[src/source/soc_ifc_access_pkg.sv]
/*
 * Access types carried through the register pipeline
 * Opcode, APB front end state and the check stage verdict
 */
package soc_ifc_access_pkg;

    // Direction of one APB transfer
    typedef enum logic {
        OP_READ,
        OP_WRITE
    } access_op_e;

    // APB front end, one transfer in flight at most
    typedef enum logic {
        REQ_IDLE,
        REQ_BUSY
    } req_state_e;

    // Verdict of the check stage
    typedef enum logic [1:0] {
        RES_OK,
        RES_IGNORED,
        RES_DECODE_ERR
    } access_res_e;

endpackage

[src/source/soc_ifc_cfg_pkg.sv]
/*
 * SoC interface register slice configuration
 * APB data and user widths, register window base and size,
 * byte offsets of each register and the register identifier enum
 */
package soc_ifc_cfg_pkg;

    ////////////////////
    // Bus widths
    localparam int SOC_IFC_DATA_W = 32;
    localparam int SOC_IFC_USER_W = 32;

    // Low address bits decoded inside the register window
    localparam int SOC_IFC_REG_AW = 12;

    ////////////////////
    // Register window
    localparam logic [31:0] SOC_IFC_REG_BASE = 32'h0003_0000;

    // Byte offsets inside the window
    localparam logic [SOC_IFC_REG_AW-1:0] FUSE_WR_DONE_OFS      = 12'h000;
    localparam logic [SOC_IFC_REG_AW-1:0] VALID_PAUSER_OFS      = 12'h004;
    localparam logic [SOC_IFC_REG_AW-1:0] PAUSER_LOCK_OFS       = 12'h008;
    localparam logic [SOC_IFC_REG_AW-1:0] TRNG_VALID_PAUSER_OFS = 12'h00C;
    localparam logic [SOC_IFC_REG_AW-1:0] TRNG_PAUSER_LOCK_OFS  = 12'h010;
    // Bases of the word arrays
    localparam logic [SOC_IFC_REG_AW-1:0] TRNG_DATA_OFS         = 12'h040;
    localparam logic [SOC_IFC_REG_AW-1:0] UDS_SEED_OFS          = 12'h080;

    ////////////////////
    // Decoded register
    typedef enum logic [2:0] {
        REG_NONE,
        REG_FUSE_DONE,
        REG_VALID_PAUSER,
        REG_PAUSER_LOCK,
        REG_TRNG_PAUSER,
        REG_TRNG_LOCK,
        REG_TRNG_DATA,
        REG_UDS_SEED
    } reg_id_e;

endpackage

[src/source/access_check_stage.sv]
/*
 * Address decode and write permission check
 * Maps the APB address onto a register and word index, then
 * applies the fuse-done, lock and TRNG user rules
 */
`timescale 1ns/10ps

module access_check_stage #(
    parameter int APB_ADDR_WIDTH = 18,
    parameter int UDS_WORDS      = 4,
    parameter int TRNG_WORDS     = 4
) (
    input  logic                                         clk,
    input  logic                                         cptra_noncore_rst_b,

    input  logic                                         req_valid_i,
    input  soc_ifc_access_pkg::access_op_e               req_op_i,
    input  logic [APB_ADDR_WIDTH-1:0]                    req_addr_i,
    input  logic [soc_ifc_cfg_pkg::SOC_IFC_DATA_W-1:0]   req_wdata_i,
    input  logic [soc_ifc_cfg_pkg::SOC_IFC_USER_W-1:0]   req_user_i,

    input  logic                                         fuse_done_i,
    input  logic                                         pauser_lock_i,
    input  logic                                         trng_lock_i,
    input  logic [soc_ifc_cfg_pkg::SOC_IFC_USER_W-1:0]   trng_valid_user_i,

    output logic                                         chk_valid_o,
    output soc_ifc_access_pkg::access_op_e               chk_op_o,
    output soc_ifc_cfg_pkg::reg_id_e                     chk_id_o,
    output logic [soc_ifc_cfg_pkg::SOC_IFC_REG_AW-3:0]   chk_index_o,
    output logic [soc_ifc_cfg_pkg::SOC_IFC_DATA_W-1:0]   chk_wdata_o,
    output soc_ifc_access_pkg::access_res_e              chk_res_o
);

    import soc_ifc_cfg_pkg::*;
    import soc_ifc_access_pkg::*;

    // Word address width inside the window
    localparam int IW = SOC_IFC_REG_AW - 2;
    localparam logic [IW-1:0] TRNG_BASE = TRNG_DATA_OFS[SOC_IFC_REG_AW-1:2];
    localparam logic [IW-1:0] UDS_BASE  = UDS_SEED_OFS[SOC_IFC_REG_AW-1:2];
    localparam logic [IW-1:0] TRNG_N    = IW'(TRNG_WORDS);
    localparam logic [IW-1:0] UDS_N     = IW'(UDS_WORDS);

    logic [IW-1:0] word;
    logic [IW-1:0] trng_rel;
    logic [IW-1:0] uds_rel;
    logic          in_window;
    reg_id_e       id;
    logic [IW-1:0] index;
    logic          blocked;
    access_res_e   res;

    ////////////////////
    // Address decode
    always_comb begin
        word      = req_addr_i[SOC_IFC_REG_AW-1:2];
        trng_rel  = word - TRNG_BASE;
        uds_rel   = word - UDS_BASE;
        in_window = (req_addr_i[APB_ADDR_WIDTH-1:SOC_IFC_REG_AW] ==
                     SOC_IFC_REG_BASE[APB_ADDR_WIDTH-1:SOC_IFC_REG_AW]) &&
                    (req_addr_i[1:0] == 2'b00);
        id        = REG_NONE;
        index     = '0;
        if (in_window) begin
            if (word == FUSE_WR_DONE_OFS[SOC_IFC_REG_AW-1:2]) begin
                id = REG_FUSE_DONE;
            end else if (word == VALID_PAUSER_OFS[SOC_IFC_REG_AW-1:2]) begin
                id = REG_VALID_PAUSER;
            end else if (word == PAUSER_LOCK_OFS[SOC_IFC_REG_AW-1:2]) begin
                id = REG_PAUSER_LOCK;
            end else if (word == TRNG_VALID_PAUSER_OFS[SOC_IFC_REG_AW-1:2]) begin
                id = REG_TRNG_PAUSER;
            end else if (word == TRNG_PAUSER_LOCK_OFS[SOC_IFC_REG_AW-1:2]) begin
                id = REG_TRNG_LOCK;
            end else if (word >= TRNG_BASE && trng_rel < TRNG_N) begin
                id    = REG_TRNG_DATA;
                index = trng_rel;
            end else if (word >= UDS_BASE && uds_rel < UDS_N) begin
                id    = REG_UDS_SEED;
                index = uds_rel;
            end
        end
    end

    ////////////////////
    // Write rules
    always_comb begin
        case (id)
            REG_FUSE_DONE, REG_UDS_SEED:     blocked = fuse_done_i;
            REG_VALID_PAUSER, REG_PAUSER_LOCK: blocked = pauser_lock_i;
            REG_TRNG_PAUSER, REG_TRNG_LOCK:  blocked = trng_lock_i;
            // Only the TRNG owner may fill the data words
            REG_TRNG_DATA:                   blocked = (req_user_i != trng_valid_user_i);
            default:                         blocked = 1'b0;
        endcase
        if (id == REG_NONE) begin
            res = RES_DECODE_ERR;
        end else if (req_op_i == OP_WRITE && blocked) begin
            res = RES_IGNORED;
        end else begin
            res = RES_OK;
        end
    end

    always_ff @(posedge clk or negedge cptra_noncore_rst_b) begin
        if (!cptra_noncore_rst_b) begin
            chk_valid_o <= 1'b0;
        end else begin
            chk_valid_o <= req_valid_i;
        end
    end

    always_ff @(posedge clk) begin
        if (req_valid_i) begin
            chk_op_o    <= req_op_i;
            chk_id_o    <= id;
            chk_index_o <= index;
            chk_wdata_o <= req_wdata_i;
            chk_res_o   <= res;
        end
    end

endmodule

[src/source/apb_req_stage.sv]
/*
 * APB slave front end
 * Captures one access phase, issues a request strobe and
 * drives the response onto the bus for a single cycle
 */
`timescale 1ns/10ps

module apb_req_stage #(
    parameter int APB_ADDR_WIDTH = 18
) (
    input  logic                                         clk,
    input  logic                                         cptra_noncore_rst_b,

    input  logic [APB_ADDR_WIDTH-1:0]                    paddr_i,
    input  logic                                         psel_i,
    input  logic                                         penable_i,
    input  logic                                         pwrite_i,
    input  logic [soc_ifc_cfg_pkg::SOC_IFC_DATA_W-1:0]   pwdata_i,
    input  logic [soc_ifc_cfg_pkg::SOC_IFC_USER_W-1:0]   pauser_i,
    output logic                                         pready_o,
    output logic [soc_ifc_cfg_pkg::SOC_IFC_DATA_W-1:0]   prdata_o,
    output logic                                         pslverr_o,

    input  logic                                         rsp_valid_i,
    input  logic [soc_ifc_cfg_pkg::SOC_IFC_DATA_W-1:0]   rsp_rdata_i,
    input  logic                                         rsp_err_i,

    output logic                                         req_valid_o,
    output soc_ifc_access_pkg::access_op_e               req_op_o,
    output logic [APB_ADDR_WIDTH-1:0]                    req_addr_o,
    output logic [soc_ifc_cfg_pkg::SOC_IFC_DATA_W-1:0]   req_wdata_o,
    output logic [soc_ifc_cfg_pkg::SOC_IFC_USER_W-1:0]   req_user_o
);

    import soc_ifc_access_pkg::*;

    req_state_e state_q;
    logic       start;

    // Access phase seen while nothing is in flight
    assign start = (state_q == REQ_IDLE) && psel_i && penable_i;

    ////////////////////
    // Control and response
    always_ff @(posedge clk or negedge cptra_noncore_rst_b) begin
        if (!cptra_noncore_rst_b) begin
            state_q     <= REQ_IDLE;
            req_valid_o <= 1'b0;
            pready_o    <= 1'b0;
            prdata_o    <= '0;
            pslverr_o   <= 1'b0;
        end else begin
            req_valid_o <= start;
            pready_o    <= rsp_valid_i;
            pslverr_o   <= rsp_valid_i && rsp_err_i;
            prdata_o    <= rsp_valid_i ? rsp_rdata_i : '0;
            case (state_q)
                REQ_IDLE: if (start) state_q <= REQ_BUSY;
                // Free again once the response has been on the bus
                REQ_BUSY: if (pready_o) state_q <= REQ_IDLE;
                default:  state_q <= REQ_IDLE;
            endcase
        end
    end

    // Request fields, held until the next transfer
    always_ff @(posedge clk) begin
        if (start) begin
            req_op_o    <= pwrite_i ? OP_WRITE : OP_READ;
            req_addr_o  <= paddr_i;
            req_wdata_o <= pwdata_i;
            req_user_o  <= pauser_i;
        end
    end

endmodule

[src/source/fuse_reg_bank.sv]
/*
 * Fuse and user register storage
 * Sticky done and lock bits, UDS seed and TRNG data words,
 * registered read data and error response
 */
`timescale 1ns/10ps

module fuse_reg_bank #(
    parameter int UDS_WORDS  = 4,
    parameter int TRNG_WORDS = 4
) (
    input  logic                                         clk,
    input  logic                                         cptra_noncore_rst_b,

    input  logic                                         chk_valid_i,
    input  soc_ifc_access_pkg::access_op_e               chk_op_i,
    input  soc_ifc_cfg_pkg::reg_id_e                     chk_id_i,
    input  logic [soc_ifc_cfg_pkg::SOC_IFC_REG_AW-3:0]   chk_index_i,
    input  logic [soc_ifc_cfg_pkg::SOC_IFC_DATA_W-1:0]   chk_wdata_i,
    input  soc_ifc_access_pkg::access_res_e              chk_res_i,

    output logic                                         rsp_valid_o,
    output logic [soc_ifc_cfg_pkg::SOC_IFC_DATA_W-1:0]   rsp_rdata_o,
    output logic                                         rsp_err_o,

    output logic                                         fuse_done_o,
    output logic                                         pauser_lock_o,
    output logic                                         trng_lock_o,
    output logic [soc_ifc_cfg_pkg::SOC_IFC_USER_W-1:0]   trng_valid_user_o
);

    import soc_ifc_cfg_pkg::*;
    import soc_ifc_access_pkg::*;

    localparam int IW = SOC_IFC_REG_AW - 2;

    logic                      fuse_done_q;
    logic                      pauser_lock_q;
    logic                      trng_lock_q;
    logic [SOC_IFC_DATA_W-1:0] valid_pauser_q;
    logic [SOC_IFC_DATA_W-1:0] trng_pauser_q;
    logic [SOC_IFC_DATA_W-1:0] trng_data_q [TRNG_WORDS];
    logic [SOC_IFC_DATA_W-1:0] uds_seed_q [UDS_WORDS];

    logic                      wr_en;
    logic                      rd_en;
    logic [SOC_IFC_DATA_W-1:0] rd_data;

    assign wr_en = chk_valid_i && (chk_op_i == OP_WRITE) && (chk_res_i == RES_OK);
    assign rd_en = chk_valid_i && (chk_op_i == OP_READ) && (chk_res_i == RES_OK);

    ////////////////////
    // Register writes
    always_ff @(posedge clk or negedge cptra_noncore_rst_b) begin
        if (!cptra_noncore_rst_b) begin
            fuse_done_q    <= 1'b0;
            pauser_lock_q  <= 1'b0;
            trng_lock_q    <= 1'b0;
            valid_pauser_q <= '0;
            trng_pauser_q  <= '0;
            for (int i = 0; i < TRNG_WORDS; i++) trng_data_q[i] <= '0;
            for (int i = 0; i < UDS_WORDS; i++) uds_seed_q[i] <= '0;
        end else if (wr_en) begin
            case (chk_id_i)
                // Done and lock bits only ever set until reset
                REG_FUSE_DONE:    fuse_done_q   <= fuse_done_q | chk_wdata_i[0];
                REG_PAUSER_LOCK:  pauser_lock_q <= pauser_lock_q | chk_wdata_i[0];
                REG_TRNG_LOCK:    trng_lock_q   <= trng_lock_q | chk_wdata_i[0];
                REG_VALID_PAUSER: valid_pauser_q <= chk_wdata_i;
                REG_TRNG_PAUSER:  trng_pauser_q  <= chk_wdata_i;
                REG_TRNG_DATA: begin
                    for (int i = 0; i < TRNG_WORDS; i++) begin
                        if (chk_index_i == IW'(i)) trng_data_q[i] <= chk_wdata_i;
                    end
                end
                REG_UDS_SEED: begin
                    for (int i = 0; i < UDS_WORDS; i++) begin
                        if (chk_index_i == IW'(i)) uds_seed_q[i] <= chk_wdata_i;
                    end
                end
                default: ;
            endcase
        end
    end

    ////////////////////
    // Read mux
    always_comb begin
        rd_data = '0;
        case (chk_id_i)
            REG_FUSE_DONE:    rd_data[0] = fuse_done_q;
            REG_PAUSER_LOCK:  rd_data[0] = pauser_lock_q;
            REG_TRNG_LOCK:    rd_data[0] = trng_lock_q;
            REG_VALID_PAUSER: rd_data = valid_pauser_q;
            REG_TRNG_PAUSER:  rd_data = trng_pauser_q;
            REG_TRNG_DATA: begin
                for (int i = 0; i < TRNG_WORDS; i++) begin
                    if (chk_index_i == IW'(i)) rd_data = trng_data_q[i];
                end
            end
            REG_UDS_SEED: begin
                for (int i = 0; i < UDS_WORDS; i++) begin
                    if (chk_index_i == IW'(i)) rd_data = uds_seed_q[i];
                end
            end
            default: rd_data = '0;
        endcase
    end

    // Response back to the APB stage, data only for good reads
    always_ff @(posedge clk or negedge cptra_noncore_rst_b) begin
        if (!cptra_noncore_rst_b) begin
            rsp_valid_o <= 1'b0;
            rsp_rdata_o <= '0;
            rsp_err_o   <= 1'b0;
        end else begin
            rsp_valid_o <= chk_valid_i;
            rsp_rdata_o <= rd_en ? rd_data : '0;
            rsp_err_o   <= chk_valid_i && (chk_res_i == RES_DECODE_ERR);
        end
    end

    assign fuse_done_o       = fuse_done_q;
    assign pauser_lock_o     = pauser_lock_q;
    assign trng_lock_o       = trng_lock_q;
    assign trng_valid_user_o = trng_pauser_q[SOC_IFC_USER_W-1:0];

endmodule

[src/source/soc_ifc_regs_top.sv]
/*
 * SoC interface register slice top level
 * APB front end, check stage and register bank in a chain
 */
`timescale 1ns/10ps

module soc_ifc_regs_top #(
    parameter int APB_ADDR_WIDTH = 18,
    parameter int UDS_WORDS      = 4,
    parameter int TRNG_WORDS     = 4
) (
    input  logic                                         clk,
    input  logic                                         cptra_noncore_rst_b,

    input  logic [APB_ADDR_WIDTH-1:0]                    paddr_i,
    input  logic                                         psel_i,
    input  logic                                         penable_i,
    input  logic                                         pwrite_i,
    input  logic [soc_ifc_cfg_pkg::SOC_IFC_DATA_W-1:0]   pwdata_i,
    input  logic [soc_ifc_cfg_pkg::SOC_IFC_USER_W-1:0]   pauser_i,
    output logic                                         pready_o,
    output logic [soc_ifc_cfg_pkg::SOC_IFC_DATA_W-1:0]   prdata_o,
    output logic                                         pslverr_o
);

    import soc_ifc_cfg_pkg::*;
    import soc_ifc_access_pkg::*;

    // APB stage to check stage
    logic                      req_valid;
    access_op_e                req_op;
    logic [APB_ADDR_WIDTH-1:0] req_addr;
    logic [SOC_IFC_DATA_W-1:0] req_wdata;
    logic [SOC_IFC_USER_W-1:0] req_user;

    // Check stage to bank
    logic                      chk_valid;
    access_op_e                chk_op;
    reg_id_e                   chk_id;
    logic [SOC_IFC_REG_AW-3:0] chk_index;
    logic [SOC_IFC_DATA_W-1:0] chk_wdata;
    access_res_e               chk_res;

    // Bank response and lock state
    logic                      rsp_valid;
    logic [SOC_IFC_DATA_W-1:0] rsp_rdata;
    logic                      rsp_err;
    logic                      fuse_done;
    logic                      pauser_lock;
    logic                      trng_lock;
    logic [SOC_IFC_USER_W-1:0] trng_valid_user;

    apb_req_stage #(
        .APB_ADDR_WIDTH (APB_ADDR_WIDTH)
    ) u_apb_req_stage (
        .clk                 (clk),
        .cptra_noncore_rst_b (cptra_noncore_rst_b),
        .paddr_i             (paddr_i),
        .psel_i              (psel_i),
        .penable_i           (penable_i),
        .pwrite_i            (pwrite_i),
        .pwdata_i            (pwdata_i),
        .pauser_i            (pauser_i),
        .pready_o            (pready_o),
        .prdata_o            (prdata_o),
        .pslverr_o           (pslverr_o),
        .rsp_valid_i         (rsp_valid),
        .rsp_rdata_i         (rsp_rdata),
        .rsp_err_i           (rsp_err),
        .req_valid_o         (req_valid),
        .req_op_o            (req_op),
        .req_addr_o          (req_addr),
        .req_wdata_o         (req_wdata),
        .req_user_o          (req_user)
    );

    access_check_stage #(
        .APB_ADDR_WIDTH (APB_ADDR_WIDTH),
        .UDS_WORDS      (UDS_WORDS),
        .TRNG_WORDS     (TRNG_WORDS)
    ) u_access_check_stage (
        .clk                 (clk),
        .cptra_noncore_rst_b (cptra_noncore_rst_b),
        .req_valid_i         (req_valid),
        .req_op_i            (req_op),
        .req_addr_i          (req_addr),
        .req_wdata_i         (req_wdata),
        .req_user_i          (req_user),
        .fuse_done_i         (fuse_done),
        .pauser_lock_i       (pauser_lock),
        .trng_lock_i         (trng_lock),
        .trng_valid_user_i   (trng_valid_user),
        .chk_valid_o         (chk_valid),
        .chk_op_o            (chk_op),
        .chk_id_o            (chk_id),
        .chk_index_o         (chk_index),
        .chk_wdata_o         (chk_wdata),
        .chk_res_o           (chk_res)
    );

    fuse_reg_bank #(
        .UDS_WORDS  (UDS_WORDS),
        .TRNG_WORDS (TRNG_WORDS)
    ) u_fuse_reg_bank (
        .clk                 (clk),
        .cptra_noncore_rst_b (cptra_noncore_rst_b),
        .chk_valid_i         (chk_valid),
        .chk_op_i            (chk_op),
        .chk_id_i            (chk_id),
        .chk_index_i         (chk_index),
        .chk_wdata_i         (chk_wdata),
        .chk_res_i           (chk_res),
        .rsp_valid_o         (rsp_valid),
        .rsp_rdata_o         (rsp_rdata),
        .rsp_err_o           (rsp_err),
        .fuse_done_o         (fuse_done),
        .pauser_lock_o       (pauser_lock),
        .trng_lock_o         (trng_lock),
        .trng_valid_user_o   (trng_valid_user)
    );

endmodule

[config.mk]
export PLATFORM = sky130hd
export DESIGN_NAME = soc_ifc_regs_top
export DESIGN_NICKNAME = d
export VERILOG_FILES = /design/src/source/soc_ifc_access_pkg.sv /design/src/source/soc_ifc_cfg_pkg.sv /design/src/source/access_check_stage.sv /design/src/source/apb_req_stage.sv /design/src/source/fuse_reg_bank.sv /design/src/source/soc_ifc_regs_top.sv
export SDC_FILE = /design/constraint.sdc
export NUM_CORES = 1
export LEC_CHECK = 0
export ABC_AREA = 0
export BUFFER_PORTS_ARGS = -buffer_cell sky130_fd_sc_hd__clkbuf_2
export CAP_MARGIN = 15
export CORE_ASPECT_RATIO = 2
export CORE_UTILIZATION = 55
export CTS_CLUSTER_DIAMETER = 40
export CTS_CLUSTER_SIZE = 12
export DETAILED_ROUTE_END_ITERATION = 8
export PLACE_DENSITY = 0.85
export SKIP_LAST_GASP = 1
export SLEW_MARGIN = 40
export SYNTH_ARGS = -nofsm -noshare
export SYNTH_HDL_FRONTEND = slang
export SYNTH_SLANG_ARGS = --single-unit
[constraint.sdc]
create_clock -name clk -period 4.6 [get_ports clk]
set_clock_uncertainty 0.15 [all_clocks]
set_input_delay 0.23 -clock clk [delete_from_list [all_inputs] [get_ports clk]]
set_output_delay 0.23 -clock clk [all_outputs]
set_load 0.005 [all_outputs]
* Word level (Yosys, flattened, before mapping) *
Index checks and enable logic that the tools add are counted.

operators by class
  reduce and logical (&&, ||, !) cells = 34
  equality and inequality tests = 24
  add/sub/neg operators = 2
  mux-type cells = 28
  magnitude comparators = 4
  bitwise operators = 6

operator list
  cell                     count
  $mux W32                 10
  $pmux W31 S4             1
  $eq A10 B2 Y1 const B    4
  $ne A32 B32 Y1           1
  $eq A3 B3 Y1 const B     8
  $mux W3                  8
  $reduce_and A3 Y1        8
  $eq A10 B1 Y1 const B    2
  $logic_not A10 Y1        2
  $lt A10 B3 Y1 const B    2
  $mux W10                 2
  $eq A3 B2 Y1 const B     4
  $logic_and A1 B1 Y1      12
  $eq A10 B3 Y1 const B    1
  $ge A10 B5 Y1 const B    1
  $ge A10 B6 Y1 const B    1
  $reduce_and A2 Y1        5
  $sub A10 B5 Y10 const B  1
  $sub A10 B6 Y10 const B  1
  $pmux W1 S7              1
  $eq A3 B1 Y1 const B     2
  $eq A6 B6 Y1 const B     1
  $reduce_or A2 Y1         3
  $reduce_or A6 Y1         1
  8 further kinds          16

word-level totals
  register bits = 525
  input port bits = 87
  logic and storage cells = 129

* Logic depth before layout (Yosys ltp) *
Gate-level depths: netlist (run 1).

  depth in word-level cells = 16
  mapped depth = 9
  depth with buffers taken out = 9

* Hierarchy *
Synthesis (run 1) repeated with hierarchy kept, for this count alone.

unflattened totals
  cells, all modules = 1483
  area total of the unflattened synthesis = 21669.5 µm²

by module, submodules not included
  module              sequential area each (µm²)  area each (µm²)  cells an instance  times used
  fuse_reg_bank       8933.6                      15661.3          1160               1
  apb_req_stage       3393.3                      3673.5           158                1
  access_check_stage  1466.4                      2334.7           165                1

* Worst setup path before layout (run 1) *
Ideal clock, no wire load.

  path type = flip-flop to flip-flop
  start = register u_apb_req_stage.state_q
  end = register u_apb_req_stage.req_addr_o[0], enable pin
  path slack = 0.041 ns
  data arrival time = 3.882 ns
  setup time = 0.527 ns
  buffers on the path = 0
  period minus slack after synthesis = 4.559 ns
  cell stages (with the launch flop) = 2
  cells stage by stage = dfrtp_1 > nor2_1

between the ends
  cells in the longest elaborated chain, start to end = 3

RTL lines
  what                               line                 RTL
  start, declared                    apb_req_stage.sv:37  req_state_e state_q;
  start signal, assigned             apb_req_stage.sv:47  state_q <= REQ_IDLE;
  start signal, assigned             apb_req_stage.sv:58  REQ_IDLE: if (start) state_q <= REQ_BUSY;
  start signal, assigned             apb_req_stage.sv:60  REQ_BUSY: if (pready_o) state_q <= REQ_IDLE;
  $not A1 Y1                         apb_req_stage.sv:41  assign start = (state_q == REQ_IDLE) && psel_i && penable_i;
  $logic_and A1 B1 Y1 (2 in series)  apb_req_stage.sv:41
  net u_apb_req_stage.start          apb_req_stage.sv:38  logic start;
  end signal, assigned               apb_req_stage.sv:70  req_addr_o <= paddr_i;
  end, declared                      apb_req_stage.sv:30  output logic [APB_ADDR_WIDTH-1:0] req_addr_o,

The timed path passes the listed nets, and every way through them passes these cells.
A chain may end at the register's enable or synchronous reset.

* Worst setup path in the final report (run 1) *
  start = register u_access_check_stage.chk_index_o[3] (netlist name)
  end = register u_fuse_reg_bank.rsp_rdata_o[13] (netlist name)

between the ends
  cells in the longest elaborated chain, start to end = 7

RTL lines
  what                                       line                                       RTL
  start, declared                            access_check_stage.sv:30                   output logic [soc_ifc_cfg_pkg::SOC_IFC_REG_AW-3:0] chk_index_o,
  start signal, assigned                     access_check_stage.sv:118                  chk_index_o <= index;
  $logic_not A10 Y1                          fuse_reg_bank.sv:98, fuse_reg_bank.sv:103
  $mux W32 (on tied branches) (4 in series)  fuse_reg_bank.sv:103, fuse_reg_bank.sv:98
  $pmux W31 S4 (*)                           fuse_reg_bank.sv:90                        case (chk_id_i)
  $mux W32 (*)                               fuse_reg_bank.sv:118                       rsp_rdata_o <= rd_en ? rd_data : '0;
  end signal, assigned                       fuse_reg_bank.sv:118
  end, declared                              fuse_reg_bank.sv:23                        output logic [soc_ifc_cfg_pkg::SOC_IFC_DATA_W-1:0] rsp_rdata_o,

Every way passes the cells marked *; elsewhere a longest branch is shown, timed or not.

==> impl_metrics.ini, run 1 <==
[global_route]
track_usage_pct = 27.2
grt.overflow.total = 0
grt_max_degree = 115
grt_pass1_wl_mm = 80.5
first_global_vias = 14300
antenna_found_initial = 0

[drt]
drc = 0
dr.pass1.iters = 5
drt_iter0_drc = 898
viasPerCell = 6.05
ant_nets = 0
wl_mm = 51.9
post_drt_wl_per_cell_um = 24.1
via_count = 13000

[yosys]
synth.cell_area_mm2 = 0.0214
synth.top_cell.area_share_pct = 46.0
synthDistinctLibCells = 55
yosys_register_bits = 525
ys_top_cells_by_area = dfrtp_1 (46%), edfxtp_1 (18%), mux2_2 (12%), mux2_1 (5.4%), mux4_2 (3.3%)
synth_ff_type = dfrtp_1
synthArstFlopShare_pct = 75.0
ys_seq_area_share_pct = 64.4
synth_largest_area_cell = dfrtp_1
yosysWarnings = 0
synth-edff-count = 131
synth_cells = 1416
synth_area_per_cell_um2 = 15.1

[sta]
setup_viol = 0
rsz0062_at_grt = no
fin_crit_sh_pct = 77.9
layout_min_cycle_time_ns = 3.58
slew_violations = 0
relSlewSlack_pct = 39.0
fmax_ghz = 0.279
worst_slack_ns = 1.02
tightest_slew_ns = 0.915
hold_viol_final = 0
setup_tns_ns = 0

[worst_setup_path]
critPathLaunch = u_access_check_stage.chk_index_o[3]
crit_arrival_ns = 3.90
r2r-end = u_fuse_reg_bank.rsp_rdata_o[13]
cp-end-kind = flop
reg2reg_from = u_access_check_stage.chk_index_o[3]
rrSetupSlack_ns = 1.02
path_max_fanout = 13
critical_path_class = reg2reg
r2r_cells = 6
cp-start-kind = flop
cp.required_ns = 4.91

[cts]
clockBufferDepth = 3
cts_setup_buffers = 0
clock-sinks = 525
cts_tree = done
h-tree-depth = 2
clock_latency_ns = 0.57
cts-root-buf = clkbuf_16
cts_made_buffers = 52
ctsResizeCount = 0
path_clk_slew_ns = 0.06

[placement]
numPortBuffers = 120
dp_slack_ns = 1.14
place.gp.congestion = 0.869
dpl.hpwl_mm = 31.3

[floorplan]
die_y_um = 281
start_util_pct = 56.1
row_count = 101
ioPinCount = 121
fp.dieW_um = 142
coreArea_mm2 = 0.0382
die_area_mm2 = 0.0398

[power_and_ir_drop]
power_uw = 9050
p_leak_uw = 0.0116
power_density_mw_per_mm2 = 362
irDropWorstVdd_v = 0.000277

[layout]
multi_input_area_mm2 = 0.00713
syn_to_final_growth_pct = 16.8
nFillCells = 2601
antenna_cells = 0
final_cell_mix = dfrtp_1 (393), mux2_2 (226), edfxtp_1 (131)
final_common_cell = dfrtp_1
drive_gt1_share_pct = 30.3
regArea_mm2 = 0.0138
fin_nets = 1702

[worst_hold_path]
holdPathEnd = u_apb_req_stage.req_wdata_o[30]
holdPathStages = 3
hold_path_startpoint = penable_i
hold_class = in2reg

[job]
maxCapViolCount = 0

[run_status]
status = completed
==> synth_stat cells, types with 10 or more instances <==
cell and n:
nor4_1 12, a221oi_1 26, buf_1 40, nor2_1 26
mux2_2 226, edfxtp_1 131, xor2_1 34, mux2i_1 28
dfrtp_1 394, and2_1 36, o22ai_1 33, inv_1 35
o21ai_0 39, mux4_2 31, mux2_1 102, a22o_1 24
a21oi_1 12, clkbuf_1 34, buf_2 32, nor3_1 10
nand2_1 45
==> layer usage <==
metal  up-vias  GRT usage [%]  share of wire [%]
met4         0           16.3                5.8
met5         -              0                  0
met3       175           3.14                4.6
li1       5527              -                  -
met1      6783           29.9                 35
met2       524           49.8                 54
==> area by class of cell <==
type                       count  share of cell area (%)
inverter                      35                   0.525
clock buffer                  75                    5.80
tap                          515                    2.58
timing repair buffer         240                    7.31
multi-input combinational    753                    28.5
clock inverter                 6                   0.165
sequential                   525                    55.1
==> report_power, final <==
group / internal [µW] / switching [µW] / leakage [µW] / total [µW]
clock: 2170 / 1690 / 0.000724 / 3850
sequential: 4850 / 60.5 / 0.00669 / 4910
combinational: 118 / 175 / 0.00419 / 293
total: 7130 / 1920 / 0.0116 / 9050
==> per-stage QoR <==
step,hold slack (ns),instance area (µm²),cells,utilization [%]
after detailed placement,0.155,22600,1980,59.3
after CTS,0.0438,25000,2147,65.4
after global routing,0.0629,25000,2149,65.6
after floorplan,-0.216,21400,1419,-
final,0.0604,25000,2149,65.6
after global placement,0.150,22600,1980,59.2
==> state kept, by name, indices dropped and copies added, names as in the netlist, 2 cells and up <==
signal,flops
u_fuse_reg_bank.trng_data_q,128
u_fuse_reg_bank.uds_seed_q,128
u_fuse_reg_bank.trng_valid_user_o,32
u_apb_req_stage.prdata_o,32
u_apb_req_stage.req_addr_o,18
u_access_check_stage.chk_res_o,2
u_access_check_stage.chk_wdata_o,32
u_apb_req_stage.req_user_o,32
u_fuse_reg_bank.rsp_rdata_o,32
u_fuse_reg_bank.valid_pauser_q,32
u_apb_req_stage.req_wdata_o,32
u_access_check_stage.chk_id_o,3
u_access_check_stage.chk_index_o,10
==> critical path, stage by stage, from the launching register on <==
cell	delay (ns)
edfxtp_1	0.37
nor4_1	0.60
nand2_1	0.38
nor2_1	0.70
nand2_1	0.63
buf_4	0.41
o22ai_1	0.22
==> kinds of logic (layout without fill, tap and decap cells) <==
group / Yosys count / in the layout / share of synthesized area [%]
flip-flops: 525 / 525 / 64.4
multiplexers: 387 / 387 / 21.8
AND/OR/NAND/NOR: 162 / 162 / 4.08
AO/OA/AOI/OAI: 157 / 157 / 5.12
buffers and inverters: 141 / 356 / 2.66
XOR/XNOR: 35 / 35 / 1.43
adder cells (fa/ha/maj): 8 / 8 / 0.467
other: 1 / 4 / 0.0175
==> worst max path at each step <==
stage | endpoint | slack (ns)
floorplan | u_apb_req_stage.req_addr_o[0] | 0.04
global placement | u_fuse_reg_bank.rsp_rdata_o[17] | 1.25
detailed placement | u_fuse_reg_bank.rsp_rdata_o[17] | 1.14
CTS | u_fuse_reg_bank.rsp_rdata_o[17] | 1.12
global route | u_fuse_reg_bank.rsp_rdata_o[13] | 1.08
finish | u_fuse_reg_bank.rsp_rdata_o[13] | 1.02
==> repair_timing <==
item | in CTS | in global routing
endpoints found under the setup margin | 0 | 0
endpoints found under the hold margin | 179 | 10
hold buffers | 86 | 1
No activity file was read; power rests on OpenSTA's default activity.
==> run 2, diff against run 1 <==
- ABC_AREA: 0 -> 1
- CORE_UTILIZATION: 55 -> 61
- PLACE_DENSITY: 0.85 -> 0.89
- clock period: 4.6 -> 3.4 ns (I/O delays scaled with it)
==> impl_metrics.ini, run 2 <==
[worst_hold_path]
hold_path_startpoint = pwdata_i[19]
hold_class = in2reg
holdPathStages = 2
holdPathEnd = u_apb_req_stage.req_wdata_o[19]

[placement]
place.gp.congestion = 0.899
numPortBuffers = 120
dpl.hpwl_mm = 31.8
dpl_cell_area_mm2 = 0.0222

[cts]
cts-root-buf = clkbuf_16
ctsResizeCount = 0
cts_hold_buf = 86
clockBufferDepth = 3
cts_made_buffers = 50
cts_setup_buffers = 0
clock-sinks = 525
cts_tree = done
h-tree-depth = 2
clock_latency_ns = 0.58
path_clk_slew_ns = 0.07

[yosys]
ys_seq_area_share_pct = 65.4
synthArstFlopShare_pct = 75.0
synth.cell_area_mm2 = 0.0211
synth-edff-count = 131
synth_ff_type = dfrtp_1
synth_area_per_cell_um2 = 10.1
yosys_register_bits = 525
ys_top_cells_by_area = dfrtp_1 (47%), edfxtp_1 (19%), nand2_1 (10%), o21ai_0 (9.5%), inv_1 (3.0%)
synth.top_cell.area_share_pct = 46.7
yosysWarnings = 0
synthDistinctLibCells = 34
synth_cells = 2096
synth_largest_area_cell = dfrtp_1
ys_top_cells_by_count = nand2_1 (587), o21ai_0 (399), dfrtp_1 (394), inv_1 (167), edfxtp_1 (131)
yosysMostFrequentCell = nand2_1

[job]
maxCapViolCount = 0

[power_and_ir_drop]
seq_power_share_pct = 55.3
power_density_mw_per_mm2 = 477
clkPwrFrac_pct = 42.6
switching_share_pct = 20.7
p_sw_uw = 2420
irDropWorstVdd_v = 0.000484
p_leak_uw = 0.0112
power_frac_comb_pct = 2.1
p_int_uw = 9260

[floorplan]
coreArea_mm2 = 0.0342
die_y_um = 265
row_count = 96
die_area_mm2 = 0.0354
fp.dieW_um = 134
start_util_pct = 61.6
ioPinCount = 121

[sta]
fmax_ghz = 0.316
setup_viol = 0
hold_ws_ns = 0.156
layout_min_cycle_time_ns = 3.16
slew_violations = 0
setup_tns_ns = 0
rsz0062_at_grt = no
relSlewSlack_pct = 47.0
hold_viol_final = 0
fin_crit_sh_pct = 93.1
tightest_slew_ns = 0.794

[layout]
final_common_cell = nand2_1
antenna_cells = 0
final_util_pct = 71.6
final_cell_mix = nand2_1 (582), o21ai_0 (399), dfrtp_1 (393)
top_regs = u_fuse_reg_bank.trng_data_q: 128 flops, u_fuse_reg_bank.uds_seed_q: 128 flops
multi_input_area_mm2 = 0.00624
fin_nets = 2378
nFillCells = 2155
syn_to_final_growth_pct = 16.1
drive_gt1_share_pct = 11.6
regArea_mm2 = 0.0138
fin_area_mm2 = 0.0245

[run_status]
status = completed

[worst_setup_path]
critical_path_class = reg2reg
reg2reg_from = u_apb_req_stage.req_addr_o[7]
rrSetupSlack_ns = 0.24
cp-end-kind = flop
path_max_fanout = 9
r2r_cells = 16
cp.required_ns = 3.67
cp-start-kind = flop
r2r-end = u_access_check_stage.chk_res_o[0]
crit_arrival_ns = 3.43

[drt]
drc = 0
viasPerCell = 6.21
dr.pass1.iters = 8
post_drt_wl_per_cell_um = 21.0
drt_iter0_drc = 1859
ant_nets = 0
via_count = 17000
wl_mm = 57.7

[global_route]
first_global_vias = 17300
antenna_found_initial = 0
grt_max_degree = 103
grt.overflow.total = 0
grt_pass1_wl_mm = 91.6
track_usage_pct = 33.6
[run 2: changes by cell type in the layout (fill, tap and decap cells not counted), sizes merged, moves of 33 or more]
cell,delta
and2,-38
o22ai,-33
nand2,+542
mux2,-328
o21ai,+375
inv,+134
a21oi,+50
xor2,-34
[run 2: through the flow]
stage | std cells | total power, µW | setup slack [ns]
after detailed placement | 2584 | 6730 | 0.862
after global routing | 2745 | 11900 | 0.163
final | 2745 | 11700 | 0.236
after global placement | 2584 | 6730 | 0.985
after CTS | 2743 | 11700 | 0.839
after floorplan | 2099 | 6580 | 0.711
[run 2: routing by layer]
| metal | wire, µm | global-route usage (%) |
|---|---|---|
| met2 | 28700 | 56.3 |
| met3 | 5170 | 5.07 |
| met1 | 19600 | 39.9 |
| met5 | 0 | 0 |
| met4 | 4220 | 22.9 |
[run 2: kinds of logic after synthesis]
family	share of synthesized area, %
adder cells (fa/ha/maj)	0.474
XOR/XNOR	1.20
AND/OR/NAND/NOR	12.7
buffers and inverters	5.21
AO/OA/AOI/OAI	15.0
other	0.0178
flip-flops	65.4
[run 2: layout make-up]
type | instances | share of cell area (%)
repair buffers | 244 | 7.72
well taps | 441 | 2.25
clock inverters | 5 | 0.204
inverters | 171 | 2.63
clock buffers | 68 | 5.38
multi-input cells | 1291 | 25.5
flip-flops and latches | 525 | 56.3
[run 2: power by group through the flow]
| stage | combinational [µW] | clock, µW | sequential, µW |
|---|---|---|---|
| after detailed placement | 159 | 0 | 6580 |
| after CTS | 237 | 4980 | 6460 |
| after floorplan | 0.369 | 0 | 6580 |
| after global routing | 271 | 5220 | 6450 |
| after global placement | 155 | 0 | 6580 |
| final | 245 | 4970 | 6460 |
[run 2: worst max path at each step]
stage | start | to | slack (ns) | cells after the start
2_1_floorplan | u_apb_req_stage.state_q | u_apb_req_stage.req_addr_o[0] | 0.71 | 3
3_3_place_gp | u_apb_req_stage.req_addr_o[7] | u_access_check_stage.chk_res_o[0] | 0.98 | 15
3_5_place_dp | u_apb_req_stage.req_addr_o[7] | u_access_check_stage.chk_res_o[0] | 0.86 | 15
4_1_cts | u_access_check_stage.chk_index_o[9] | u_fuse_reg_bank.rsp_rdata_o[12] | 0.84 | 10
5_1_grt | u_apb_req_stage.req_addr_o[7] | u_access_check_stage.chk_res_o[0] | 0.16 | 16
6_report | u_apb_req_stage.req_addr_o[7] | u_access_check_stage.chk_res_o[0] | 0.24 | 16
[run 2: critical path, stage by stage, from the launching register on]
cell	delay [ns]
edfxtp_1	0.44
inv_1	0.31
ha_1	0.36
nand2_1	0.10
nand2_1	0.10
nand2_1	0.10
nor2_1	0.20
inv_1	0.11
nand2_1	0.12
nand2_1	0.08
nand2_1	0.14
nand3_1	0.16
nand3_1	0.21
nand2_1	0.11
inv_1	0.07
nand2_1	0.08
nor2_1	0.15
==> run 3, diff against run 2 <==
- CORE_ASPECT_RATIO: 2 -> 0.7
- SKIP_CTS_REPAIR_TIMING: not set -> 1
- SYNTH_HIERARCHICAL: not set -> 1
==> impl_metrics.ini, run 3 <==
[floorplan]
coreArea_mm2 = 0.0358
fp.dieW_um = 230
die_y_um = 162
row_count = 58
start_util_pct = 62.0
die_area_mm2 = 0.0372
ioPinCount = 121

[yosys]
synth_largest_area_cell = dfrtp_1
synth_area_per_cell_um2 = 9.81
ys_seq_area_share_pct = 62.1
synthDistinctLibCells = 46
yosysWarnings = 6
synth.top_cell.area_share_pct = 44.4
synth.cell_area_mm2 = 0.0222
ys_top_cells_by_count = nand2_1 (498), dfrtp_1 (394), o21ai_0 (278), nand3_1 (245), inv_1 (222)
yosysMostFrequentCell = nand2_1
yosys_register_bits = 525
synth_ff_type = dfrtp_1
synth-edff-count = 131
synth_cells = 2265
synthArstFlopShare_pct = 75.0
ys_top_cells_by_area = dfrtp_1 (44%), edfxtp_1 (18%), nand2_1 (8.4%), o21ai_0 (6.3%), nand3_1 (5.5%)

[worst_setup_path]
cp_top_family = simple AND/OR/NAND/NOR gates
crit_top_cell = nor2_1
cp-start-kind = flop
path_max_fanout = 195
cp-end-kind = flop
crit_arrival_ns = 2.96
path_cells = nor2_1 > nand2_2 > nor2_4 > buf_12 > nand3_1 > nor2_1 > nor2_1 > nand2_1 > nand3_1 > nand2_1 > inv_1
cp.required_ns = 3.73
worst-path-buf-inv = 2
cp_slowest_cell = buf_12
cp_slowest_stage_delay_ns = 0.61
critical_path_class = reg2reg

[sta]
relSlewSlack_pct = 42.5
fmax_ghz = 0.381
hold_viol_final = 0
setup_viol = 0
setup_tns_ns = 0
fin_crit_sh_pct = 77.2
layout_min_cycle_time_ns = 2.63
slew_violations = 0
rsz0062_at_grt = no
tightest_slew_ns = 0.863

[drt]
drt_iter0_drc = 2508
wl_mm = 57.9
wl_met3_mm = 5.86
viasPerCell = 6.03
dr.pass1.iters = 6
via_count = 17800
ant_nets = 0
drc = 0
routed-wl-met2_mm = 27.4
top_layer = met4
post_drt_wl_per_cell_um = 19.6
wl_met1_mm = 22.3

[job]
maxCapViolCount = 0

[cts]
cts_tree = done
clock_latency_ns = 0.60
path_clk_slew_ns = 0.07
cts-root-buf = clkbuf_16
clock-sinks = 525
clockBufferDepth = 3
h-tree-depth = 2
cts_made_buffers = 53

[layout]
syn_to_final_growth_pct = 15.8
final_util_pct = 71.7
final_common_cell = nand2_1
top_regs = u_fuse_reg_bank/trng_data_q: 128 flops, u_fuse_reg_bank/uds_seed_q: 128 flops
fin_area_mm2 = 0.0257
nFillCells = 2414
fin_nets = 2527
antenna_cells = 0
final_cell_mix = nand2_1 (496), dfrtp_1 (392), o21ai_0 (278)
drive_gt1_share_pct = 11.9

[worst_hold_path]
hold_class = in2async

[global_route]
first_global_vias = 17400
antenna_found_initial = 0
track_usage_pct = 30.4
grt_pass1_wl_mm = 89.7
grt.overflow.total = 0
grt_max_degree = 196

[power_and_ir_drop]
p_leak_uw = 0.0121
irDropWorstVdd_v = 0.000364
power_density_mw_per_mm2 = 475

[placement]
numPortBuffers = 120
place.gp.congestion = 0.842
dpl.hpwl_mm = 31.6
dpl_cell_area_mm2 = 0.0232

[run_status]
status = completed
run 3: layout make-up:
| type | instances | area (µm²) | share of cell area (%) |
|---|---|---|---|
| multi-input cells | 1374 | 6920 | 26.9 |
| flip-flops and latches | 525 | 13800 | 53.7 |
| inverters | 234 | 881 | 3.43 |
| clock buffers | 88 | 1560 | 6.07 |
| well taps | 480 | 601 | 2.34 |
| clock inverters | 7 | 51.3 | 0.199 |
| repair buffers | 244 | 1900 | 7.40 |
run 3: final timing paths:
path                                                startpoint                                    to  slack (ns)  cells past startpoint
min in group clk                                   pauser_i[3]         u_apb_req_stage/req_user_o[3]        0.14                      2
setup / recovery           u_access_check_stage/chk_index_o[3]       u_fuse_reg_bank/rsp_rdata_o[16]        0.77                     11
hold reg to reg                u_apb_req_stage/req_wdata_o[29]  u_access_check_stage/chk_wdata_o[29]        0.26                      0
max in group asynchronous                  cptra_noncore_rst_b           u_apb_req_stage/req_valid_o        2.30                      4
hold / removal                             cptra_noncore_rst_b        u_fuse_reg_bank/rsp_rdata_o[4]       0.003                      3
setup reg to reg           u_access_check_stage/chk_index_o[3]       u_fuse_reg_bank/rsp_rdata_o[16]        0.77                     11
run 3: stage by stage:
step,power (µW),setup slack [ns],instances,hold slack (ns)
CTS,12200,0.859,2864,-0.505
global placement,6730,0.904,2769,0.101
finish,12200,0.775,2952,0.00309
floorplan,6580,0.700,2268,-0.276
global route,12600,0.636,2952,0.0176
detailed placement,6740,0.878,2769,0.112
run 3: kinds of logic after synthesis:
| group | Yosys count | share of synthesized area (%) |
|---|---|---|
| simple gates | 849 | 17.2 |
| flops | 525 | 62.1 |
| compound gates | 484 | 12.2 |
| buf+inv | 369 | 6.90 |
| xor+xnor | 29 | 1.14 |
| fa+ha+maj | 8 | 0.451 |
| other cells | 1 | 0.0169 |
run 3: power by group:
part	total (µW)	internal, µW	switching, µW	leakage, µW
Clock	5520	3120	2400	0.000782
Combinational	242	116	126	0.00464
Sequential	6460	6460	0	0.00666
Total	12200	9700	2520	0.0121
run 3: routing by layer:
metal  vias to the layer above  GRT usage (%)
li1                       7865              -
met1                      8619           41.6
met2                      1115           48.2
met3                       194           5.62
met4                         0           13.5
met5                         -              0
run 3: worst min-delay path, cell delays in order:
cell and delay (ns):
dlygate4sd3_1 0.56, buf_8 0.16, buf_12 0.22
